**src/hw/video_timing_pkg.sv**
```systemverilog
`default_nettype none

package video_timing_pkg;

	// scan positions and counters share one width.
	localparam int COORD_W = 11;

	typedef logic [COORD_W-1:0] coord_t;

	// small default raster counted in pixel clocks.
	localparam int DEF_H_ACTIVE = 16;
	localparam int DEF_H_FRONT  = 2;
	localparam int DEF_H_PULSE  = 3;
	localparam int DEF_H_BACK   = 3;

	// vertical values are counted in lines.
	localparam int DEF_V_ACTIVE = 8;
	localparam int DEF_V_FRONT  = 1;
	localparam int DEF_V_PULSE  = 2;
	localparam int DEF_V_BACK   = 2;

	// 0 is negative sync, 1 is positive sync.
	localparam int DEF_SYNC_POL = 0;

endpackage

`default_nettype wire

```
**src/hw/video_pixel_pkg.sv**
```systemverilog
`default_nettype none

package video_pixel_pkg;

	typedef struct packed {
		logic [7:0] red;
		logic [7:0] green;
		logic [7:0] blue;
	} rgb_t;

	typedef enum logic [1:0] {
		PAT_BARS    = 2'd0, // eight colour bars.
		PAT_CHECKER = 2'd1,
		PAT_RAMP    = 2'd2, // grey ramp along x.
		PAT_SOLID   = 2'd3
	} pattern_mode_t;

	localparam int BAR_COUNT   = 8;
	localparam int CHECK_SHIFT = 2; // 4 by 4 pixel cells.
	localparam int RAMP_SHIFT  = 4;

	localparam rgb_t RGB_BLACK = '{red: 8'h00, green: 8'h00, blue: 8'h00};
	localparam rgb_t RGB_WHITE = '{red: 8'hff, green: 8'hff, blue: 8'hff};

endpackage

`default_nettype wire

```
**src/hw/video_sync_if.sv**
```systemverilog
`timescale 1ns/100ps
`default_nettype none

interface video_sync_if
	import video_timing_pkg::*;
();

	logic   hsync_act;   // high inside the horizontal pulse.
	logic   vsync_act;   // high inside the vertical pulse.
	logic   active;      // data enable.
	coord_t pos_x;
	coord_t pos_y;
	logic   frame_start; // one cycle at the top of the frame.

	modport source (
		output hsync_act,
		output vsync_act,
		output active,
		output pos_x,
		output pos_y,
		output frame_start
	);

	modport sink (
		input hsync_act,
		input vsync_act,
		input active,
		input pos_x,
		input pos_y,
		input frame_start
	);

endinterface

`default_nettype wire

```
**src/hw/video_timing_gen.sv**
```systemverilog
`timescale 1ns/100ps
`default_nettype none

module video_timing_gen
	import video_timing_pkg::*;
#(
	parameter int H_ACTIVE = DEF_H_ACTIVE,
	parameter int H_FRONT  = DEF_H_FRONT,
	parameter int H_PULSE  = DEF_H_PULSE,
	parameter int H_BACK   = DEF_H_BACK,
	parameter int V_ACTIVE = DEF_V_ACTIVE,
	parameter int V_FRONT  = DEF_V_FRONT,
	parameter int V_PULSE  = DEF_V_PULSE,
	parameter int V_BACK   = DEF_V_BACK
) (
	input  wire                 i_clock_out,
	input  wire                 i_rst,
	video_sync_if.source        o_sync
);

	// a line runs back porch, active, front porch, then sync.
	localparam int H_TOTAL = H_BACK + H_ACTIVE + H_FRONT + H_PULSE;
	localparam int V_TOTAL = V_BACK + V_ACTIVE + V_FRONT + V_PULSE;

	localparam coord_t H_LAST       = coord_t'(H_TOTAL - 1);
	localparam coord_t H_ACT_START  = coord_t'(H_BACK);
	localparam coord_t H_ACT_END    = coord_t'(H_BACK + H_ACTIVE);
	localparam coord_t H_SYNC_START = coord_t'(H_TOTAL - H_PULSE);

	localparam coord_t V_LAST       = coord_t'(V_TOTAL - 1);
	localparam coord_t V_ACT_START  = coord_t'(V_BACK);
	localparam coord_t V_ACT_END    = coord_t'(V_BACK + V_ACTIVE);
	localparam coord_t V_SYNC_START = coord_t'(V_TOTAL - V_PULSE);

	coord_t h_cnt;
	coord_t v_cnt;

	logic h_in_active;
	logic v_in_active;
	logic h_in_sync;
	logic v_in_sync;
	logic at_frame_top;

	// free running raster counters.
	always_ff @(posedge i_clock_out) begin
		if (i_rst) begin
			h_cnt <= '0;
			v_cnt <= '0;
		end else if (h_cnt == H_LAST) begin
			h_cnt <= '0; // end of line.
			if (v_cnt == V_LAST) begin
				v_cnt <= '0;
			end else begin
				v_cnt <= v_cnt + 1'b1;
			end
		end else begin
			h_cnt <= h_cnt + 1'b1;
		end
	end

	// region decode from the current counts.
	always_comb begin
		h_in_active  = (h_cnt >= H_ACT_START) && (h_cnt < H_ACT_END);
		v_in_active  = (v_cnt >= V_ACT_START) && (v_cnt < V_ACT_END);
		h_in_sync    = (h_cnt >= H_SYNC_START);
		v_in_sync    = (v_cnt >= V_SYNC_START); // whole lines.
		at_frame_top = (h_cnt == '0) && (v_cnt == '0);
	end

	// one register stage for the levels and the frame pulse.
	always_ff @(posedge i_clock_out) begin
		if (i_rst) begin
			o_sync.hsync_act   <= 1'b0;
			o_sync.vsync_act   <= 1'b0;
			o_sync.active      <= 1'b0;
			o_sync.frame_start <= 1'b0;
		end else begin
			o_sync.hsync_act   <= h_in_sync;
			o_sync.vsync_act   <= v_in_sync;
			o_sync.active      <= h_in_active && v_in_active;
			o_sync.frame_start <= at_frame_top;
		end
	end

	// positions are relative to the end of the back porch.
	always_ff @(posedge i_clock_out) begin
		o_sync.pos_x <= h_cnt - H_ACT_START;
		o_sync.pos_y <= v_cnt - V_ACT_START;
	end

endmodule

`default_nettype wire

```
**src/hw/video_pattern_gen.sv**
```systemverilog
`timescale 1ns/100ps
`default_nettype none

module video_pattern_gen
	import video_timing_pkg::*;
	import video_pixel_pkg::*;
#(
	parameter int H_ACTIVE = DEF_H_ACTIVE
) (
	input  wire                 i_clock_out,
	input  wire                 i_rst,
	input  pattern_mode_t       i_mode,
	input  rgb_t                i_solid_color,
	video_sync_if.sink          i_sync,
	video_sync_if.source        o_sync,
	output rgb_t                o_pixel
);

	localparam int BAR_W = H_ACTIVE / BAR_COUNT;

	pattern_mode_t mode_q;
	rgb_t          solid_q;

	coord_t bar_idx;
	coord_t ramp_x;
	logic   check_odd;
	rgb_t   pixel_next;

	// mode and colour only change at the top of a frame.
	always_ff @(posedge i_clock_out) begin
		if (i_rst) begin
			mode_q <= PAT_BARS;
		end else if (i_sync.frame_start) begin
			mode_q <= i_mode;
		end
	end

	always_ff @(posedge i_clock_out) begin
		if (i_sync.frame_start) begin
			solid_q <= i_solid_color;
		end
	end

	always_comb begin
		bar_idx   = i_sync.pos_x / coord_t'(BAR_W);
		ramp_x    = i_sync.pos_x << RAMP_SHIFT;
		check_odd = i_sync.pos_x[CHECK_SHIFT] ^ i_sync.pos_y[CHECK_SHIFT];

		case (mode_q)
			PAT_BARS: begin
				pixel_next.red   = {8{bar_idx[2]}};
				pixel_next.green = {8{bar_idx[1]}};
				pixel_next.blue  = {8{bar_idx[0]}};
			end
			PAT_CHECKER: pixel_next = check_odd ? RGB_WHITE : RGB_BLACK;
			PAT_RAMP: begin
				pixel_next.red   = ramp_x[7:0]; // same level on all channels.
				pixel_next.green = ramp_x[7:0];
				pixel_next.blue  = ramp_x[7:0];
			end
			PAT_SOLID: pixel_next = solid_q;
			default: pixel_next = RGB_BLACK;
		endcase
	end

	// sync levels travel with the pixel so both stay aligned.
	always_ff @(posedge i_clock_out) begin
		if (i_rst) begin
			o_sync.hsync_act   <= 1'b0;
			o_sync.vsync_act   <= 1'b0;
			o_sync.active      <= 1'b0;
			o_sync.frame_start <= 1'b0;
		end else begin
			o_sync.hsync_act   <= i_sync.hsync_act;
			o_sync.vsync_act   <= i_sync.vsync_act;
			o_sync.active      <= i_sync.active;
			o_sync.frame_start <= i_sync.frame_start;
		end
	end

	always_ff @(posedge i_clock_out) begin
		o_sync.pos_x <= i_sync.pos_x;
		o_sync.pos_y <= i_sync.pos_y;
		o_pixel      <= pixel_next;
	end

endmodule

`default_nettype wire

```
**src/hw/video_output_stage.sv**
```systemverilog
`timescale 1ns/100ps
`default_nettype none

module video_output_stage
	import video_pixel_pkg::*;
#(
	parameter int SYNC_POL = 0
) (
	input  wire                 i_clock_out,
	input  wire                 i_rst,
	video_sync_if.sink          i_sync,
	input  rgb_t                i_pixel,
	output logic                o_hsync,
	output logic                o_vsync,
	output logic                o_de,
	output logic                o_frame_start,
	output rgb_t                o_pixel
);

	// level driven during a pulse.
	localparam logic PULSE_LVL = 1'(SYNC_POL);

	logic hsync_pin;
	logic vsync_pin;
	rgb_t pixel_blanked;

	always_comb begin
		hsync_pin     = i_sync.hsync_act ? PULSE_LVL : ~PULSE_LVL;
		vsync_pin     = i_sync.vsync_act ? PULSE_LVL : ~PULSE_LVL;
		pixel_blanked = i_sync.active ? i_pixel : RGB_BLACK; // black in blanking.
	end

	// every pin leaves from a register.
	always_ff @(posedge i_clock_out) begin
		if (i_rst) begin
			o_hsync       <= ~PULSE_LVL;
			o_vsync       <= ~PULSE_LVL;
			o_de          <= 1'b0;
			o_frame_start <= 1'b0;
			o_pixel       <= RGB_BLACK;
		end else begin
			o_hsync       <= hsync_pin;
			o_vsync       <= vsync_pin;
			o_de          <= i_sync.active;
			o_frame_start <= i_sync.frame_start;
			o_pixel       <= pixel_blanked;
		end
	end

endmodule

`default_nettype wire

```
**src/hw/video_out_top.sv**
```systemverilog
`timescale 1ns/100ps
`default_nettype none

module video_out_top
	import video_timing_pkg::*;
	import video_pixel_pkg::*;
#(
	parameter int H_ACTIVE = DEF_H_ACTIVE,
	parameter int H_FRONT  = DEF_H_FRONT,
	parameter int H_PULSE  = DEF_H_PULSE,
	parameter int H_BACK   = DEF_H_BACK,
	parameter int V_ACTIVE = DEF_V_ACTIVE,
	parameter int V_FRONT  = DEF_V_FRONT,
	parameter int V_PULSE  = DEF_V_PULSE,
	parameter int V_BACK   = DEF_V_BACK,
	parameter int SYNC_POL = DEF_SYNC_POL
) (
	input  wire          i_clock_out,
	input  wire          i_rst,
	input  wire  [1:0]   i_mode,        // pattern_mode_t encoding.
	input  wire  [23:0]  i_solid_color, // red in the top byte.
	output logic         o_hsync,
	output logic         o_vsync,
	output logic         o_de,
	output logic         o_frame_start,
	output logic [7:0]   o_red,
	output logic [7:0]   o_green,
	output logic [7:0]   o_blue
);

	video_sync_if sync_tg ();
	video_sync_if sync_pg ();

	rgb_t pattern_pixel;
	rgb_t out_pixel;

	video_timing_gen #(
		.H_ACTIVE (H_ACTIVE),
		.H_FRONT  (H_FRONT),
		.H_PULSE  (H_PULSE),
		.H_BACK   (H_BACK),
		.V_ACTIVE (V_ACTIVE),
		.V_FRONT  (V_FRONT),
		.V_PULSE  (V_PULSE),
		.V_BACK   (V_BACK)
	) u_video_timing_gen (
		.i_clock_out (i_clock_out),
		.i_rst       (i_rst),
		.o_sync      (sync_tg.source)
	);

	video_pattern_gen #(
		.H_ACTIVE (H_ACTIVE)
	) u_video_pattern_gen (
		.i_clock_out   (i_clock_out),
		.i_rst         (i_rst),
		.i_mode        (pattern_mode_t'(i_mode)),
		.i_solid_color (rgb_t'(i_solid_color)),
		.i_sync        (sync_tg.sink),
		.o_sync        (sync_pg.source),
		.o_pixel       (pattern_pixel)
	);

	video_output_stage #(
		.SYNC_POL (SYNC_POL)
	) u_video_output_stage (
		.i_clock_out   (i_clock_out),
		.i_rst         (i_rst),
		.i_sync        (sync_pg.sink),
		.i_pixel       (pattern_pixel),
		.o_hsync       (o_hsync),
		.o_vsync       (o_vsync),
		.o_de          (o_de),
		.o_frame_start (o_frame_start),
		.o_pixel       (out_pixel)
	);

	assign o_red   = out_pixel.red;
	assign o_green = out_pixel.green;
	assign o_blue  = out_pixel.blue;

endmodule

`default_nettype wire

```
**config.mk**
```make
export PLATFORM = sky130hd
export DESIGN_NAME = video_out_top
export DESIGN_NICKNAME = d
export VERILOG_FILES = /design/src/hw/video_timing_pkg.sv /design/src/hw/video_pixel_pkg.sv /design/src/hw/video_sync_if.sv /design/src/hw/video_timing_gen.sv /design/src/hw/video_pattern_gen.sv /design/src/hw/video_output_stage.sv /design/src/hw/video_out_top.sv
export SDC_FILE = /design/constraint.sdc
export NUM_CORES = 1
export LEC_CHECK = 0
export BUFFER_PORTS_ARGS = -buffer_cell sky130_fd_sc_hd__buf_2
export CAP_MARGIN = 40
export CORE_UTILIZATION = 45
export CTS_BUF_LIST = sky130_fd_sc_hd__clkbuf_4
export CTS_CLUSTER_SIZE = 8
export DETAILED_ROUTE_END_ITERATION = 6
export GPL_TIMING_DRIVEN = 0
export PLACE_DENSITY = 0.66
export RECOVER_POWER = 50
export SETUP_SLACK_MARGIN = 0.15
export SLEW_MARGIN = 25
export SYNTH_ARGS = -nofsm -noshare
export SYNTH_HDL_FRONTEND = slang
export SYNTH_HIERARCHICAL = 1
export SYNTH_SLANG_ARGS = --single-unit
```
**constraint.sdc**
```tcl
create_clock -name i_clock_out -period 2.1 [get_ports i_clock_out]
set_input_delay 0.42 -clock i_clock_out [delete_from_list [all_inputs] [get_ports i_clock_out]]
set_output_delay 0.42 -clock i_clock_out [all_outputs]
set_load 0.02 [all_outputs]
```
==> results_dict.tcl, run 1 <==
set metrics [dict create \
    holdCritStartpoint "i_solid_color[11]" \
    grt_max_degree 28 \
    final.setup_skew_ps 20.64 \
    final_cell_mix "89 x dfxtp_1, 59 x buf_2, 39 x nand2_1" \
    pwr-share-clk_pct 36.3 \
    dieArea_mm2 0.009628 \
    drv_slew 0 \
    n_antenna_cell 0 \
    start_kind "flip-flop" \
    timing.rr.end "u_video_timing_gen/v_cnt[9]" \
    die_w_um 98.12 \
    timing.rr.start "u_video_timing_gen/v_cnt[0]" \
    min_period_over_period_pct 87.60 \
    rrSetupSlack_ps 260 \
    drive_gt1_share_pct 26.46 \
    ctsLongestPathBuffers 2 \
    syn_avg_cell_area_um2 11.58 \
    status "finished with violations" \
    maxCapViolCount 0 \
    holdPathEnd "u_video_pattern_gen/solid_q[11]" \
    violations "design-rule violations" \
    fin_util_pct 54.67 \
    core_area_mm2 0.008848 \
    via_per_inst 4.966 \
    grt_pass1_vias 2593 \
    grt-ovfl-total 0 \
    cp_data_required_time_ps 2520 \
    wire_per_inst_um 13.26 \
    p_leak_nw 2.145 \
    grt_pass1_wl_um 12360 \
    nets 469 \
    antenna_found_initial 0 \
    cts_tree "yes" \
    fmax_mhz 543.6 \
    switchingPower_mw 1.072 \
    hold_path.class "in2reg" \
    worst_setup_path_end_kind "flip-flop" \
    syn_area_mm2 0.004158 \
    totalWireLength_um 7346 \
    yosysWarnings 6 \
    maxSlewHeadroom_pct 13.46 \
    detail_route.iter0.violations 99 \
    cts-hold-fix-buffers 0 \
    layout_commonest_cell "dfxtp_1" \
    dpl.hpwl_um 5098 \
    seq_power_share_pct 57.0 \
    vias 2751 \
    slowest_stage "dfxtp_1" \
    setup_viol 0 \
    switching_share_pct 24.95 \
    hold_viol_final 0 \
    nFillCells 776 \
    worst_pin_slew_ps 1296 \
    root_buffer "clkbuf_4" \
    holdPathStages 1 \
    rr_worst_depth 6 \
    area_growth_pct 16.34 \
    p_per_area_mw_per_mm2 888.7 \
    path_cells "inv_1, ha_1, and3_2, a31o_2, or4_1, o21ai_1" \
    min_period_ps 1840 \
    peakVddDrop_uv 429.7 \
    rsz0062_at_grt "false" \
    cts_buffers 17 \
    port_buffers 55 \
    cts_max_level 4 \
    syn_nets 395 \
    cpPeakStageDelay_ps 430 \
    num_rows 34 \
    synthCells 359 \
    drt_first_pass_iters 7 \
    place_congestion 0.8159 \
    die_h_um 98.12 \
    critical_path.max_fanout 6 \
    cts_resized 0 \
    internal-power_mw 3.226 \
    pwr-share-comb_pct 6.7 \
    setup_tns_ps 0 \
    critPathArrivalTime_ps 2260 \
    clk_pin_slew_worst_paths_ps 120 \
    insertion_delay_ps 500 \
    drc 7 \
    postRouteAntennaNets 0 \
    start_util_pct 46.99 \
    grt_use_total_pct 16.88 \
    numClockSinks 113 \
    cts_setup_buffers 0 \
    io_pins 56 \
    worstSetupPathType "reg2reg" \
]
-- stage by stage --
stage	total power [mW]	worst slack (ps)	std cells	area [µm²]	hold slack [ps]
global placement	2.781	296.9	522	4568	364.6
CTS	4.362	260.5	554	4856	27.11
detailed placement	2.790	291.2	522	4569	368.0
floorplan	2.677	437.4	359	4158	355.2
finish	4.299	260.3	554	4837	82.20
global route	4.504	162.5	554	4837	16.43
-- routing by layer --
layer	vias up	wire [µm]	global-route usage, %
li1	1407	-	-
met1	1276	3658	23.00
met2	63	3273	23.89
met3	5	369	5.655
met4	0	46	8.392
met5	-	0	0
-- critical path: cells and delay by family (launching register included) --
family,cells,cell delay [ps]
AO/OA/AOI/OAI,2,400
AND/OR/NAND/NOR,2,630
adder cells (fa/ha/maj),1,220
flip-flops,1,430
buffers and inverters,1,100
-- layout make-up --
| class | instances | area [µm²] | area share [%] |
|---|---|---|---|
| flip-flops and latches | 113 | 2502 | 51.73 |
| multi-input cells | 214 | 1464 | 30.26 |
| repair buffers | 55 | 274.0 | 5.665 |
| clock inverters | 15 | 158.9 | 3.285 |
| well taps | 108 | 135.1 | 2.794 |
| plain buffers | 21 | 133.9 | 2.768 |
| clock buffers | 17 | 127.6 | 2.638 |
| inverters | 11 | 41.29 | 0.8536 |
-- worst max path at each step --
stage | from | end | slack, ps
global placement | u_video_timing_gen/v_cnt[0] | u_video_timing_gen/v_cnt[9] | 300
detailed placement | u_video_timing_gen/v_cnt[0] | u_video_timing_gen/v_cnt[9] | 290
finish | u_video_timing_gen/v_cnt[0] | u_video_timing_gen/v_cnt[9] | 260
CTS | u_video_timing_gen/v_cnt[0] | u_video_timing_gen/v_cnt[9] | 260
floorplan | u_video_timing_gen/v_cnt[0] | u_video_timing_gen/v_cnt[9] | 440
global route | u_video_timing_gen/v_cnt[2] | u_video_timing_gen/v_cnt[9] | 160
-- power groups by stage --
stage / clock [mW] / sequential [mW] / combinational (mW)
6_report: 1.56 / 2.45 / 0.288
5_1_grt: 1.71 / 2.47 / 0.321
4_1_cts: 1.62 / 2.45 / 0.291
3_5_place_dp: 0 / 2.50 / 0.289
3_3_place_gp: 0 / 2.50 / 0.285
2_1_floorplan: 0 / 2.47 / 0.203
-- sequential cells by signal (all words and copies together), names as in the netlist --
register	flops
u_video_pattern_gen/o_sync.active	1
u_video_output_stage/o_frame_start	1
u_video_timing_gen/o_sync.pos_y	1
u_video_pattern_gen/o_pixel	24
u_video_output_stage/o_de	1
u_video_timing_gen/v_cnt	11
u_video_timing_gen/o_sync.vsync_act	1
u_video_timing_gen/o_sync.hsync_act	1
u_video_pattern_gen/o_sync.hsync_act	1
u_video_output_stage/o_pixel	24
u_video_timing_gen/o_sync.active	1
u_video_output_stage/o_vsync	1
u_video_output_stage/o_hsync	1
u_video_pattern_gen/mode_q	2
u_video_pattern_gen/o_sync.frame_start	1
u_video_timing_gen/h_cnt	11
u_video_pattern_gen/solid_q	24
u_video_pattern_gen/o_sync.vsync_act	1
u_video_timing_gen/o_sync.frame_start	1
u_video_timing_gen/o_sync.pos_x	4
No activity file was read; power rests on OpenSTA's default activity.
==> inputs of run 2 (changes only) <==
PLACE_DENSITY = 0.67   (was 0.66)
SYNTH_HIERARCHICAL = unset   (was 1)
==> run 2 against run 1 <==
The run now ends clean. Combinational power fell by 7.6%. Global-route usage rose by 0.16 points. Synthesized area fell by 3.9%. Sequential cell count did not move. Synthesized cell count rose by 0.56%. Register-to-register slack got worse by 40 ps. Sequential share of layout area rose by 1.3 points. Cell count rose by 0.36%. Largest cell class unchanged. Largest power group unchanged.
==> results_dict.tcl, run 2 <==
set metrics [dict create \
    grt-ovfl-total 0 \
    grt_pass1_vias 2601 \
    cts_setup_buffers 0 \
    detail_route.iter0.violations 62 \
    min_period_over_period_pct 89.35 \
    die_h_um 96.25 \
    drt_first_pass_iters 4 \
    drc 0 \
    synthArstFlopShare_pct 0 \
    insertion_delay_ps 480 \
    drv_slew 0 \
    dieArea_mm2 0.009264 \
    peakVddDrop_uv 355.5 \
    n_antenna_cell 0 \
    register_area_mm2 0.002504 \
    cts_tree "yes" \
    synth-seq-cells 113 \
    cp_data_required_time_ps 2520 \
    synthTopCellsByArea "dfxtp_1 45%, edfxtp_1 18%, and2_1 4.1%" \
    final_cell_mix "88 x dfxtp_1, 47 x buf_2, 31 x nand2_1" \
    syn_area_mm2 0.003998 \
    drive_gt1_share_pct 19.64 \
    ys_seq_area_share_pct 62.60 \
    cpPeakStageDelay_ps 450 \
    yosysMostFrequentCell "dfxtp_1" \
    path_cells "inv_1, ha_1, and3_1, a31oi_4, or4b_1, o21ai_0" \
    nFillCells 780 \
    via_per_inst 5.014 \
    cts_resized 2 \
    port_buffers 55 \
    maxSlewHeadroom_pct 14.56 \
    cts_max_level 4 \
    netlist.area_leader.share_pct 44.57 \
    synth-edff-count 24 \
    clk_pin_slew_worst_paths_ps 110 \
    ctsLongestPathBuffers 2 \
    crit_family "simple AND/OR/NAND/NOR gates" \
    cp.buffers_inverters 1 \
    grt_pass1_wl_um 11670 \
    placed_cells 524 \
    wire_per_inst_um 13.14 \
    grt_use_total_pct 17.04 \
    critPathArrivalTime_ps 2290 \
    start_util_pct 46.06 \
    netlist.top_cell.by_area "dfxtp_1" \
    slowest_stage "or4b_1" \
    maxCapViolCount 0 \
    root_buffer "clkbuf_4" \
    antenna_found_initial 0 \
    p_per_area_mw_per_mm2 928.2 \
    timing.hold.ws_ps 102.1 \
    worst_pin_slew_ps 1280 \
    die_w_um 96.25 \
    fmax_mhz 532.9 \
    totalWireLength_um 7308 \
    setup_viol 0 \
    numClockSinks 113 \
    hold_viol_final 0 \
    final_cells 556 \
    start_kind "flip-flop" \
    synth_cell_types 46 \
    synth-main-ff-cell "dfxtp_1" \
    worst_setup_path_end_kind "flip-flop" \
    core_area_mm2 0.008678 \
    dpl.hpwl_um 5014 \
    synthCells 361 \
    cts_buffers 17 \
    total_power_mw 4.386 \
    num_rows 34 \
    p_leak_nw 1.942 \
    multiInputGateArea_mm2 0.001405 \
    status "completed" \
    min_period_ps 1876 \
    cts-hold-fix-buffers 0 \
    critical_path.max_fanout 8 \
    nets 471 \
    place_congestion 0.8191 \
    vias 2788 \
    grt_max_degree 28 \
    layout_commonest_cell "dfxtp_1" \
    rsz0062_at_grt "true" \
    setup_tns_ps 0 \
    syn_avg_cell_area_um2 11.07 \
    yosysWarnings 0 \
    hold_path.class "in2reg" \
    area_growth_pct 18.18 \
    fin_util_pct 54.44 \
    worstSetupPathType "reg2reg" \
    final.setup_skew_ps 15.97 \
    io_pins 56 \
    syn_nets 397 \
    synth_commonest_cells "89 x dfxtp_1, 31 x nand2_1, 26 x and2_1" \
    postRouteAntennaNets 0 \
    reg_top3 "u_video_output_stage.o_pixel (24), u_video_pattern_gen.o_pixel (24), u_video_pattern_gen.solid_q (24)" \
]
run 2: logic make-up (layout without fill, tap and decap cells):
| group | count (synthesis) | in the layout | share of synthesized area, % |
|---|---|---|---|
| AOI/OAI and AO/OA | 65 | 65 | 10.64 |
| muxes | 3 | 3 | 0.7512 |
| xor gates and xnor gates | 11 | 11 | 2.410 |
| adders and majority gates | 8 | 8 | 2.504 |
| buffers and inverters | 28 | 115 | 2.692 |
| DFF | 113 | 113 | 62.60 |
| and+or+nand+nor | 133 | 133 | 18.40 |
run 2: final timing paths:
check / start / endpoint / slack, ps / cells after the start
worst max register to register: u_video_timing_gen.v_cnt[1] / u_video_timing_gen.v_cnt[9] / 220 / 6
worst max-delay path: u_video_timing_gen.v_cnt[1] / u_video_timing_gen.v_cnt[9] / 220 / 6
worst min register to register: u_video_pattern_gen.o_sync.vsync_act / u_video_output_stage.o_vsync / 370 / 1
worst min-delay path: i_solid_color[7] / u_video_pattern_gen.solid_q[7] / 100 / 1
run 2: metal layers:
metal  vias to the layer above  track usage [%]  share of wire, %  wire length [µm]
li1                       1407                -                 -                 -
met1                      1299            19.66                44              3233
met2                        72            28.90                50              3621
met3                        10            5.766               4.8               354
met4                         0            6.841               1.3                98
met5                         -                0                 0                 0
run 2: area by class of cell:
class	instances	share of cell area (%)
Buffer	16	1.298
Timing Repair Buffer	55	5.588
Tap cell	108	2.860
Clock inverter	15	3.867
Inverter	12	0.9534
Clock buffer	17	2.701
Sequential cell	113	52.99
Multi-Input combinational cell	220	29.74
run 2: power breakdown:
group / internal, mW / switching, mW / leakage, nW
registers: 2.38 / 0.0593 / 0.952
clock network: 0.838 / 0.846 / 0.164
logic: 0.121 / 0.144 / 0.825
run 2: metrics by stage:
| step | instance area [µm²] | worst slack, ps |
|---|---|---|
| after floorplan | 3998 | 314.1 |
| after global placement | 4408 | 160.0 |
| after detailed placement | 4409 | 109.5 |
| after CTS | 4730 | 185.8 |
| after global routing | 4725 | 70.22 |
| final | 4725 | 223.6 |
==> inputs of run 3 (changes only) <==
BUFFER_PORTS_ARGS = unset   (was -buffer_cell sky130_fd_sc_hd__buf_2)
DONT_BUFFER_PORTS = 1   (was unset)
PLACE_DENSITY = 0.62   (was 0.67)
==> run 3 against run 2 <==
Combinational power increased by 3%. Sequential share of layout area up 0.83 points. Die area unchanged. Critical path depth unchanged. Register-to-register slack improved by 30 ps. Clock-buffer cell count grew 2. Non-clock buffer count down 31. Total power decreased by 6.0%. Setup slack improved by 27 ps. Sequential power is essentially flat. Final area is 1.5% lower. Wire length decreased by 2.4%. Largest cell class unchanged.
==> results_dict.tcl, run 3 (synthesized netlist as in run 2, its figures left out) <==
set metrics [dict create \
    grt_pass1_vias 2486 \
    final.setup_skew_ps 10.15 \
    postRouteAntennaNets 0 \
    root_buffer "clkbuf_4" \
    timing.hold.ws_ps 89.24 \
    vias 2630 \
    fin_util_pct 53.60 \
    peakVddDrop_uv 309.1 \
    p_leak_nw 1.797 \
    critical_path.max_fanout 10 \
    pwr-share-comb_pct 6.7 \
    status "completed" \
    cts_setup_buffers 0 \
    reg_top3 "u_video_output_stage.o_pixel (24), u_video_pattern_gen.o_pixel (24), u_video_pattern_gen.solid_q (24)" \
    final_cell_mix "88 x dfxtp_1, 30 x nand2_1, 24 x dlygate4sd3_1, 24 x edfxtp_1, 23 x and2_1" \
    setup_tns_ps 0 \
    slowest_stage "dfxtp_1" \
    pwr-share-clk_pct 34.3 \
    crit_family "flip-flops" \
    drv_slew 0 \
    cp_data_required_time_ps 2460 \
    port_buffers 0 \
    place_congestion 0.8772 \
    clk_pin_slew_worst_paths_ps 100 \
    nets 440 \
    drt_first_pass_iters 4 \
    grt_max_degree 28 \
    hold_viol_final 0 \
    cp.buffers_inverters 1 \
    seq_power_share_pct 59.0 \
    area_growth_pct 16.37 \
    via_per_inst 5.010 \
    path_cells "ha_2, and4b_1, nand3_1, buf_2, o311ai_0, o21ai_0" \
    layout_commonest_cell "dfxtp_1" \
    grt_use_total_pct 16.90 \
    n_antenna_cell 0 \
    core_area_mm2 0.008678 \
    die_w_um 96.25 \
    min_period_ps 1850 \
    dieArea_mm2 0.009264 \
    dpl.hpwl_um 4833 \
    start_util_pct 46.06 \
    hold_path.class "in2reg" \
    drc 0 \
    wire_per_inst_um 13.58 \
    numClockSinks 113 \
    switching_share_pct 24.30 \
    nFillCells 791 \
    ctsLongestPathBuffers 2 \
    maxSlewHeadroom_pct 14.09 \
    num_rows 34 \
    worstSetupPathType "reg2reg" \
    totalWireLength_um 7130 \
    setup_viol 0 \
    cts_buffers 17 \
    min_period_over_period_pct 88.07 \
    maxCapViolCount 0 \
    grt_pass1_wl_um 11410 \
    cts_max_level 4 \
    antenna_found_initial 0 \
    detail_route.iter0.violations 86 \
    cts_tree "yes" \
    rsz0062_at_grt "false" \
    critPathArrivalTime_ps 2210 \
    io_pins 56 \
    worst_setup_path_end_kind "flip-flop" \
    fmax_mhz 540.7 \
    internal-power_mw 3.121 \
    switchingPower_mw 1.002 \
    p_per_area_mw_per_mm2 886.3 \
    cpPeakStageDelay_ps 460 \
    die_h_um 96.25 \
    insertion_delay_ps 490 \
    start_kind "flip-flop" \
    grt-ovfl-total 0 \
    worst_pin_slew_ps 1287 \
    total_power_mw 4.123 \
    drive_gt1_share_pct 11.03 \
]
run 3: changes by cell type in the layout (fill, tap and decap cells not counted), moves of 3 or more:
cell / change
buf_2: -46
dlygate4sd3_1: +24
clkbuf_1: -11
and2_0: -5
and2_1: +5
clkinv_4: -3
clkinvlp_4: +3
run 3: power by group through the flow:
stage / sequential, mW / combinational, mW / clock, mW
after detailed placement: 2.49 / 0.236 / 0
after CTS: 2.44 / 0.277 / 1.45
after global routing: 2.45 / 0.309 / 1.56
after floorplan: 2.47 / 0.185 / 0
final: 2.43 / 0.275 / 1.41
after global placement: 2.48 / 0.232 / 0
run 3: path summary, 6_finish.rpt:
check	startpoint	slack, ps	to	cells past startpoint
worst max register to register	u_video_timing_gen.h_cnt[0]	250	u_video_timing_gen.v_cnt[9]	6
worst min register to register	u_video_pattern_gen.o_sync.vsync_act	380	u_video_output_stage.o_vsync	1
worst max-delay path	u_video_timing_gen.h_cnt[0]	250	u_video_timing_gen.v_cnt[9]	6
worst min-delay path	i_mode[1]	90	u_video_pattern_gen.mode_q[1]	2
run 3: area by class of cell:
type	count	area (µm²)	area share [%]
clock inverters	13	113.9	2.448
flip-flops and latches	113	2504	53.82
inverters	12	45.04	0.9683
well taps	108	135.1	2.905
plain buffers	16	63.81	1.372
clock buffers	19	142.6	3.066
repair buffers	24	240.2	5.164
multi-input cells	220	1408	30.26
run 3: stage by stage:
stage               instances  setup slack, ps  instance area, µm²
finish                    525            250.5                4652
global route              525            102.1                4652
CTS                       525            188.4                4639
detailed placement        469            109.7                4134
global placement          469            151.5                4133
floorplan                 361            314.1                3998
run 3: repair_timing:
item                                    4_1_cts  5_1_grt
gates resized for setup                       1        9
pin swaps                                     0        1
hold buffers                                 24        0
endpoints found under the hold margin        24        0
endpoints found under the setup margin        1       19
run 3: per-layer routing:
metal / track usage [%] / routed length (µm)
met4: 7.960 / 131
met2: 27.30 / 3439
met1: 19.68 / 3142
met5: 0 / 0
met3: 6.477 / 417
